===== src/rtl/MipsPkg.sv =====
`default_nettype none

package MipsPkg;

    // Major opcodes.
    localparam logic [5:0] OpSpecial = 6'h00;
    localparam logic [5:0] OpAddiu   = 6'h09;
    localparam logic [5:0] OpSlti    = 6'h0a;
    localparam logic [5:0] OpAndi    = 6'h0c;
    localparam logic [5:0] OpOri     = 6'h0d;
    localparam logic [5:0] OpXori    = 6'h0e;
    localparam logic [5:0] OpLui     = 6'h0f;

    // SPECIAL function codes.
    localparam logic [5:0] FnSll  = 6'h00;
    localparam logic [5:0] FnAddu = 6'h21;
    localparam logic [5:0] FnSubu = 6'h23;
    localparam logic [5:0] FnAnd  = 6'h24;
    localparam logic [5:0] FnOr   = 6'h25;
    localparam logic [5:0] FnXor  = 6'h26;
    localparam logic [5:0] FnSlt  = 6'h2a;

    localparam int QueueDepth = 4; // Default fetch queue depth.

    typedef struct packed {
        logic [5:0] opcode;
        logic [4:0] rs;
        logic [4:0] rt;
        logic [4:0] rd;
        logic [4:0] shamt;
        logic [5:0] funct;
    } rTypeFields_t;

    typedef struct packed {
        logic [5:0]  opcode;
        logic [4:0]  rs;
        logic [4:0]  rt;
        logic [15:0] imm;
    } iTypeFields_t;

    // One instruction word, two field layouts.
    typedef union packed {
        rTypeFields_t rType;
        iTypeFields_t iType;
    } instrFields_t;

    typedef struct packed {
        logic [31:0] pc;
        logic [31:0] instr;
    } fetchEntry_t;

endpackage

`default_nettype wire

===== src/rtl/InstrStreamIf.sv =====
`timescale 1ns/1ps
`default_nettype none

interface InstrStreamIf;
    import MipsPkg::*;

    logic        valid;
    logic        ready;
    fetchEntry_t entry; // PC and instruction word.

    modport producer (
        output valid,
        output entry,
        input  ready
    );

    modport consumer (
        input  valid,
        input  entry,
        output ready
    );

endinterface

`default_nettype wire


===== src/rtl/Datapath.sv =====
`timescale 1ns/1ps
`default_nettype none

module Datapath (
    input  logic        clk,
    input  logic        rstN,
    output logic [31:0] IAddr,
    input  logic [31:0] IRead,
    output logic        WbValid,
    input  logic        WbReady,
    output logic [31:0] WbPc,
    output logic [4:0]  WbReg,
    output logic [31:0] WbData,
    output logic        WbIllegal
);
    import MipsPkg::*;

    InstrStreamIf fetchToQueue ();
    InstrStreamIf queueToExec ();

    Fetch u_Fetch (
        .clk   (clk),
        .rstN  (rstN),
        .IAddr (IAddr),
        .IRead (IRead),
        .out   (fetchToQueue.producer)
    );

    FetchQueue #(
        .Depth (QueueDepth)
    ) u_FetchQueue (
        .clk  (clk),
        .rstN (rstN),
        .in   (fetchToQueue.consumer),
        .out  (queueToExec.producer)
    );

    Execute u_Execute (
        .clk       (clk),
        .rstN      (rstN),
        .in        (queueToExec.consumer),
        .WbValid   (WbValid),
        .WbReady   (WbReady),
        .WbPc      (WbPc),
        .WbReg     (WbReg),
        .WbData    (WbData),
        .WbIllegal (WbIllegal)
    );

endmodule

`default_nettype wire


===== src/rtl/Execute.sv =====
`timescale 1ns/1ps
`default_nettype none

module Execute (
    input  logic              clk,
    input  logic              rstN,
    InstrStreamIf.consumer    in,
    output logic              WbValid,
    input  logic              WbReady,
    output logic [31:0]       WbPc,
    output logic [4:0]        WbReg,
    output logic [31:0]       WbData,
    output logic              WbIllegal
);
    import MipsPkg::*;

    instrFields_t instr;
    logic [31:0]  rsData;
    logic [31:0]  rtData;
    logic [31:0]  signImm;
    logic [31:0]  zeroImm;
    logic [31:0]  result;
    logic [4:0]   dest;
    logic         legal;
    logic         accept;
    logic         regWrite;

    assign instr = in.entry.instr;

    // Trace register frees up when empty or drained this cycle.
    assign in.ready = !WbValid || WbReady;
    assign accept   = in.valid && in.ready;

    assign signImm = {{16{instr.iType.imm[15]}}, instr.iType.imm};
    assign zeroImm = {16'd0, instr.iType.imm};

    RegFile u_RegFile (
        .clk    (clk),
        .rstN   (rstN),
        .rAddrA (instr.rType.rs),
        .rAddrB (instr.rType.rt),
        .rDataA (rsData),
        .rDataB (rtData),
        .wEn    (regWrite),
        .wAddr  (dest),
        .wData  (result)
    );

    always_comb begin
        legal  = 1'b1;
        dest   = instr.iType.rt; // I-type target.
        result = '0;
        case (instr.rType.opcode)
            OpSpecial: begin
                dest = instr.rType.rd;
                case (instr.rType.funct)
                    FnSll:   result = rtData << instr.rType.shamt;
                    FnAddu:  result = rsData + rtData;
                    FnSubu:  result = rsData - rtData;
                    FnAnd:   result = rsData & rtData;
                    FnOr:    result = rsData | rtData;
                    FnXor:   result = rsData ^ rtData;
                    FnSlt:   result = {31'd0, $signed(rsData) < $signed(rtData)};
                    default: legal = 1'b0;
                endcase
            end
            OpAddiu: result = rsData + signImm;
            OpSlti:  result = {31'd0, $signed(rsData) < $signed(signImm)};
            OpAndi:  result = rsData & zeroImm;
            OpOri:   result = rsData | zeroImm;
            OpXori:  result = rsData ^ zeroImm;
            OpLui:   result = {instr.iType.imm, 16'd0};
            default: legal = 1'b0;
        endcase
        if (!legal) begin
            dest   = '0;
            result = '0;
        end
    end

    // r0 writes still retire with their data.
    assign regWrite = accept && legal && (dest != 5'd0);

    always_ff @(posedge clk or negedge rstN) begin
        if (!rstN) begin
            WbValid <= 1'b0;
        end else if (accept) begin
            WbValid <= 1'b1;
        end else if (WbReady) begin
            WbValid <= 1'b0; // Drained, nothing new.
        end
    end

    always_ff @(posedge clk) begin
        if (accept) begin
            WbPc      <= in.entry.pc;
            WbReg     <= dest;
            WbData    <= result;
            WbIllegal <= !legal;
        end
    end

endmodule

`default_nettype wire


===== src/rtl/RegFile.sv =====
`timescale 1ns/1ps
`default_nettype none

module RegFile (
    input  logic        clk,
    input  logic        rstN,
    input  logic [4:0]  rAddrA,
    input  logic [4:0]  rAddrB,
    output logic [31:0] rDataA,
    output logic [31:0] rDataB,
    input  logic        wEn,
    input  logic [4:0]  wAddr,
    input  logic [31:0] wData
);

    logic [31:0] regs [1:31]; // No storage behind r0.

    assign rDataA = (rAddrA == 5'd0) ? 32'd0 : regs[rAddrA];
    assign rDataB = (rAddrB == 5'd0) ? 32'd0 : regs[rAddrB];

    always_ff @(posedge clk or negedge rstN) begin
        if (!rstN) begin
            for (int i = 1; i < 32; i++) begin
                regs[i] <= '0;
            end
        end else if (wEn && (wAddr != 5'd0)) begin
            regs[wAddr] <= wData;
        end
    end

endmodule

`default_nettype wire


===== src/rtl/FetchQueue.sv =====
`timescale 1ns/1ps
`default_nettype none

module FetchQueue #(
    parameter int Depth = MipsPkg::QueueDepth
) (
    input  logic              clk,
    input  logic              rstN,
    InstrStreamIf.consumer    in,
    InstrStreamIf.producer    out
);
    import MipsPkg::*;

    localparam int PtrW = (Depth > 1) ? $clog2(Depth) : 1;
    localparam int CntW = $clog2(Depth + 1);

    fetchEntry_t     mem [Depth];
    logic [PtrW-1:0] wrPtr;
    logic [PtrW-1:0] rdPtr;
    logic [CntW-1:0] count;
    logic            push;
    logic            pop;

    // Ready depends on count only, never on pop.
    assign in.ready  = (count != CntW'(Depth));
    assign out.valid = (count != '0);
    assign out.entry = mem[rdPtr];

    assign push = in.valid && in.ready;
    assign pop  = out.valid && out.ready;

    function automatic logic [PtrW-1:0] nextPtr(input logic [PtrW-1:0] ptr);
        return (ptr == PtrW'(Depth - 1)) ? '0 : ptr + 1'b1;
    endfunction

    always_ff @(posedge clk) begin
        if (push) begin
            mem[wrPtr] <= in.entry;
        end
    end

    always_ff @(posedge clk or negedge rstN) begin
        if (!rstN) begin
            wrPtr <= '0;
            rdPtr <= '0;
            count <= '0;
        end else begin
            if (push) begin
                wrPtr <= nextPtr(wrPtr);
            end
            if (pop) begin
                rdPtr <= nextPtr(rdPtr);
            end
            case ({push, pop})
                2'b10:   count <= count + 1'b1;
                2'b01:   count <= count - 1'b1;
                default: count <= count; // Both or neither.
            endcase
        end
    end

endmodule

`default_nettype wire


===== src/rtl/Fetch.sv =====
`timescale 1ns/1ps
`default_nettype none

module Fetch (
    input  logic                  clk,
    input  logic                  rstN,
    output logic [31:0]           IAddr,
    input  logic [31:0]           IRead,
    InstrStreamIf.producer        out
);
    import MipsPkg::*;

    logic [31:0] pc;
    logic        advance;
    fetchEntry_t entry;

    assign IAddr = pc;

    // Memory answers in the same cycle, so the word is always valid.
    assign out.valid = 1'b1;

    always_comb begin
        entry.pc    = pc;
        entry.instr = IRead;
    end

    assign out.entry = entry;

    assign advance = out.valid && out.ready;

    always_ff @(posedge clk or negedge rstN) begin
        if (!rstN) begin
            pc <= '0;
        end else if (advance) begin
            pc <= pc + 32'd4; // Next sequential word.
        end
    end

endmodule

`default_nettype wire


===== config.mk =====
export PLATFORM = sky130hd
export DESIGN_NAME = Datapath
export DESIGN_NICKNAME = d
export VERILOG_FILES = /design/src/rtl/MipsPkg.sv /design/src/rtl/InstrStreamIf.sv /design/src/rtl/Datapath.sv /design/src/rtl/Execute.sv /design/src/rtl/RegFile.sv /design/src/rtl/FetchQueue.sv /design/src/rtl/Fetch.sv
export SDC_FILE = /design/constraint.sdc
export NUM_CORES = 2
export LEC_CHECK = 0
export BUFFER_PORTS_ARGS = -buffer_cell sky130_fd_sc_hd__buf_2
export CAP_MARGIN = 20
export CORE_ASPECT_RATIO = 2
export CORE_UTILIZATION = 40
export CTS_CLUSTER_DIAMETER = 120
export DETAILED_ROUTE_END_ITERATION = 10
export HOLD_SLACK_MARGIN = 0.03
export MAX_ROUTING_LAYER = met4
export PLACE_DENSITY = 0.54
export SLEW_MARGIN = 20
export SYNTH_ARGS = -nofsm -noshare
export SYNTH_HDL_FRONTEND = slang
export SYNTH_HIERARCHICAL = 1
export SYNTH_SLANG_ARGS = --single-unit

===== constraint.sdc =====
create_clock -name clk -period 13.3 [get_ports clk]
set_clock_uncertainty 0.05 [all_clocks]
set_input_delay 0.665 -clock clk [delete_from_list [all_inputs] [get_ports clk]]
set_output_delay 0.665 -clock clk [all_outputs]
set_load 0.1 [all_outputs]

==> run metrics <==
status finished with violations; failing checks design-rule violations; Layout fillers 17830; async set-reset flop share out of synthesis 75.96%; average cell area after synthesis 12.52 sq um; total iterations of the first detailed-routing run 9; Critical Path Fanout Max 35; clock-pin slew on the worst setup and hold paths about 0.070 ns; kind of critical path reg -> reg; area growth from synthesis to final layout 9.469%; prevailing post-synth register cell sky130_fd_sc_hd__dfrtp_1; number of antenna violations at the first check in global routing 18; clk sinks 1356; number of buffers on the longest clock path 3; EDFF count, synth 326; hold violation total from the final report 0; category of the worst setup path capture point flip-flop; placeable core area ~190000 sq um; summed instance area of the synthesized netlist between 70000 and 80000 sq um; CTS buffer count 120; via density per instance 6.392; Port Buf Inserts 135; routability congestion estimate 1.076; number of gates resized after cts 0; top cell type's share of synthesized area about a third; Residual DRC 24; TritonCTS clock tree yes; Slew Viols, Final 0; maximum capacitance violations 0; number of I/O pins 138; vias in the first global route around 59000; most frequent cell after synthesis sky130_fd_sc_hd__mux2_2; vias post-DR 56200; CP arrival 10.58 ns; fraction of layout cells with a size suffix above 1 31.98%; post-CTS setup buffer count 0; synthesized instance count around 6300; Critical Path Source u_FetchQueue/rdPtr[0]$_DFFE_PN0P_; FF+latch area 35570 sq um; Required @ worst endpoint roughly 14 ns; shortest period the worst path allows 9.975 ns; summed negative setup slack over all endpoints 0 ns; unrepaired setup endpoints after global routing no; post-route fraction of the period consumed by the critical path 75.00%; peak clock frequency supported by timing 100.2 MHz; Max-Slew Margin vs Limit 15.94%; startpoint class of the critical path flip-flop; Remaining Overflow, GRT 0; Warnings, synthesis 6; Die H 627.5 microns; Area contributors post-synth sky130_fd_sc_hd__dfrtp_1 33%, sky130_fd_sc_hd__mux2_2 15%, sky130_fd_sc_hd__edfxtp_1 13%, sky130_fd_sc_hd__mux2i_1 9.1%, sky130_fd_sc_hd__mux4_2 6.3%; most numerous cell types in the synthesized netlist 1041 x sky130_fd_sc_hd__mux2_2, 1030 x sky130_fd_sc_hd__dfrtp_1, 712 x sky130_fd_sc_hd__mux2i_1, 326 x sky130_fd_sc_hd__edfxtp_1, 299 x sky130_fd_sc_hd__o22ai_1; Hold Path Class in -> reg; transition at the pin with the smallest max-transition slack 1.261 ns; number of distinct library cell variants in the gate-level netlist after synthesis around 110; worst reg2reg path startpoint u_FetchQueue/rdPtr[0]$_DFFE_PN0P_; pin count of the biggest net entering global routing ~170; first-pass GRT wire length 447900 microns; # rows 229; FF+latch count, synth between 1000 and 1500; H-Tree Level Count 3; starting density of the core 40.21%; startpoint of the lowest-slack hold path IRead[25]; DRT Wirelength 318700 microns; Starting DRT DRC Count 4753; global router's overall resource usage between 30% and 40%; Antenna Nets Post-Route 0; DP HPWL 208700 microns; routed length per placed instance 36.25 microns; final setup vio count 0; area of combinational cells with multiple inputs 39510 sq um; Chip Width 314.7 microns; insertion delay to the later sink of the worst-skew pair 0.79 ns; post-synth top area cell sky130_fd_sc_hd__dfrtp_1; total number of nets in the final design 6376; CTS root buf sky130_fd_sc_hd__clkbuf_16; die outline area roughly 200000 sq um; sequential area share after synthesis around 45%
## cells by family (layout without fill, tap and decap cells)
group           after synthesis  after routing  share of synthesized area [%]
other cells                   2             18                       0.009599
xor+xnor                     74             74                         0.8284
flops                      1356           1356                          45.46
simple gates                797            797                          5.394
buf+inv                     759            743                          4.921
fa+ha+maj                   203            203                          3.285
compound gates             1066           1066                          9.397
mux                        1994           1994                          30.71
## flip-flops by register name, summed over array words and instances, names as in the netlist
signal and flops:
u_Execute/WbData 32, u_Execute/WbIllegal 1, u_Execute/WbPc 32, u_Execute/WbReg 5
u_Execute/WbValid 1, u_Execute/u_RegFile/regs 992, u_Fetch/IAddr 30, u_FetchQueue/count 3
u_FetchQueue/mem 256, u_FetchQueue/rdPtr 2, u_FetchQueue/wrPtr 2
## worst paths after layout
check	endpoint	slack, ns	cells after the start
hold / removal	u_FetchQueue/mem[2][25]$_DFFE_PP_	0.07	1
max in group asynchronous	u_Execute/u_RegFile/regs[619]$_DFFE_PN0P_	9.44	5
setup / recovery	u_Execute/u_RegFile/regs[31]$_DFFE_PN0P_	3.32	21
hold reg to reg	u_FetchQueue/count[2]$_DFFE_PN0P_	0.44	1
setup reg to reg	u_Execute/u_RegFile/regs[31]$_DFFE_PN0P_	3.32	21
min in group asynchronous	u_Fetch/IAddr[20]$_DFFE_PN0P_	0.44	2
## per-layer routing
metal / track usage (%) / vias to the layer above / routed length [microns]
li1: - / 23410 / -
met1: 32.56 / 29220 / 105000
met2: 55.68 / 2406 / 160500
met3: 6.477 / 1166 / 19470
met4: 29.09 / 0 / 33710
met5: - / - / 0
## stage by stage
stage	hold WS, ns	setup WS [ns]	instances	utilization [%]	cell area [sq um]
6_report	0.06969	3.325	8792	44.02	85650
5_1_grt	0.04792	3.240	8791	44.02	85640
4_1_cts	0.03250	3.884	8776	43.97	85550
3_5_place_dp	0.4323	3.882	8533	41.74	81210
3_3_place_gp	0.4258	3.623	8532	41.72	81170
2_1_floorplan	0.3194	7.400	6254	-	78250
## cell usage in the layout, fill, tap and decap left out, drive strengths merged, types with 24 or more instances in the layout
cell type / synthesis / final
mux2: 1064 / 1064
nor2: 173 / 173
clkinv: 3 / 43
clkbuf: 242 / 160
mux4: 218 / 218
a22oi: 81 / 81
nor2b: 57 / 57
buf: 373 / 356
a22o: 32 / 32
ha: 199 / 199
dfrtp: 1030 / 1030
a31oi: 47 / 47
a221o: 66 / 66
mux2i: 712 / 712
o22ai: 300 / 300
inv: 141 / 143
nand2b: 29 / 29
nor4: 45 / 45
and3: 24 / 24
a21oi: 186 / 186
a211oi: 55 / 55
edfxtp: 326 / 326
o21ai: 95 / 95
nand2: 154 / 154
nand3: 31 / 31
xnor2: 55 / 55
nor3: 195 / 195
## worst max-delay path, cell delays in order, from the launching register on
cell and delay, ns:
sky130_fd_sc_hd__dfrtp_4 0.75, sky130_fd_sc_hd__buf_4 0.63, sky130_fd_sc_hd__mux4_4 1.07, sky130_fd_sc_hd__nand2b_4 0.66
sky130_fd_sc_hd__buf_4 0.63, sky130_fd_sc_hd__o22ai_1 0.18, sky130_fd_sc_hd__nor3_1 0.92, sky130_fd_sc_hd__nor3_2 0.24
sky130_fd_sc_hd__buf_4 0.27, sky130_fd_sc_hd__inv_1 0.11, sky130_fd_sc_hd__ha_1 0.36, sky130_fd_sc_hd__o211a_1 0.29
sky130_fd_sc_hd__o2111ai_1 0.18, sky130_fd_sc_hd__o21ai_1 0.14, sky130_fd_sc_hd__a311oi_2 0.90, sky130_fd_sc_hd__nor3b_1 0.35
sky130_fd_sc_hd__o22ai_1 0.27, sky130_fd_sc_hd__xnor2_1 0.09, sky130_fd_sc_hd__a2111oi_0 0.82, sky130_fd_sc_hd__o22ai_2 0.15
sky130_fd_sc_hd__buf_4 0.28, sky130_fd_sc_hd__mux2_2 0.31
## what timing repair did
item | 4_1_cts | 5_1_grt
endpoints found under the setup margin | 0 | 0
hold buffers | 21 | 0
endpoints found under the hold margin | 156 | 0
## cell type report
cell class | count | area share, %
tap | 2541 | 3.712
sequential | 1356 | 41.53
antenna | 13 | 0.03798
timing repair buffer | 377 | 3.128
clock buffer | 160 | 3.940
inverter | 144 | 0.6340
multi-input combinational | 4139 | 46.13
clock inverter | 62 | 0.8838
Power is not shown: default switching activity piles up to over one toggle a cycle in this logic, so the estimate is an artifact.
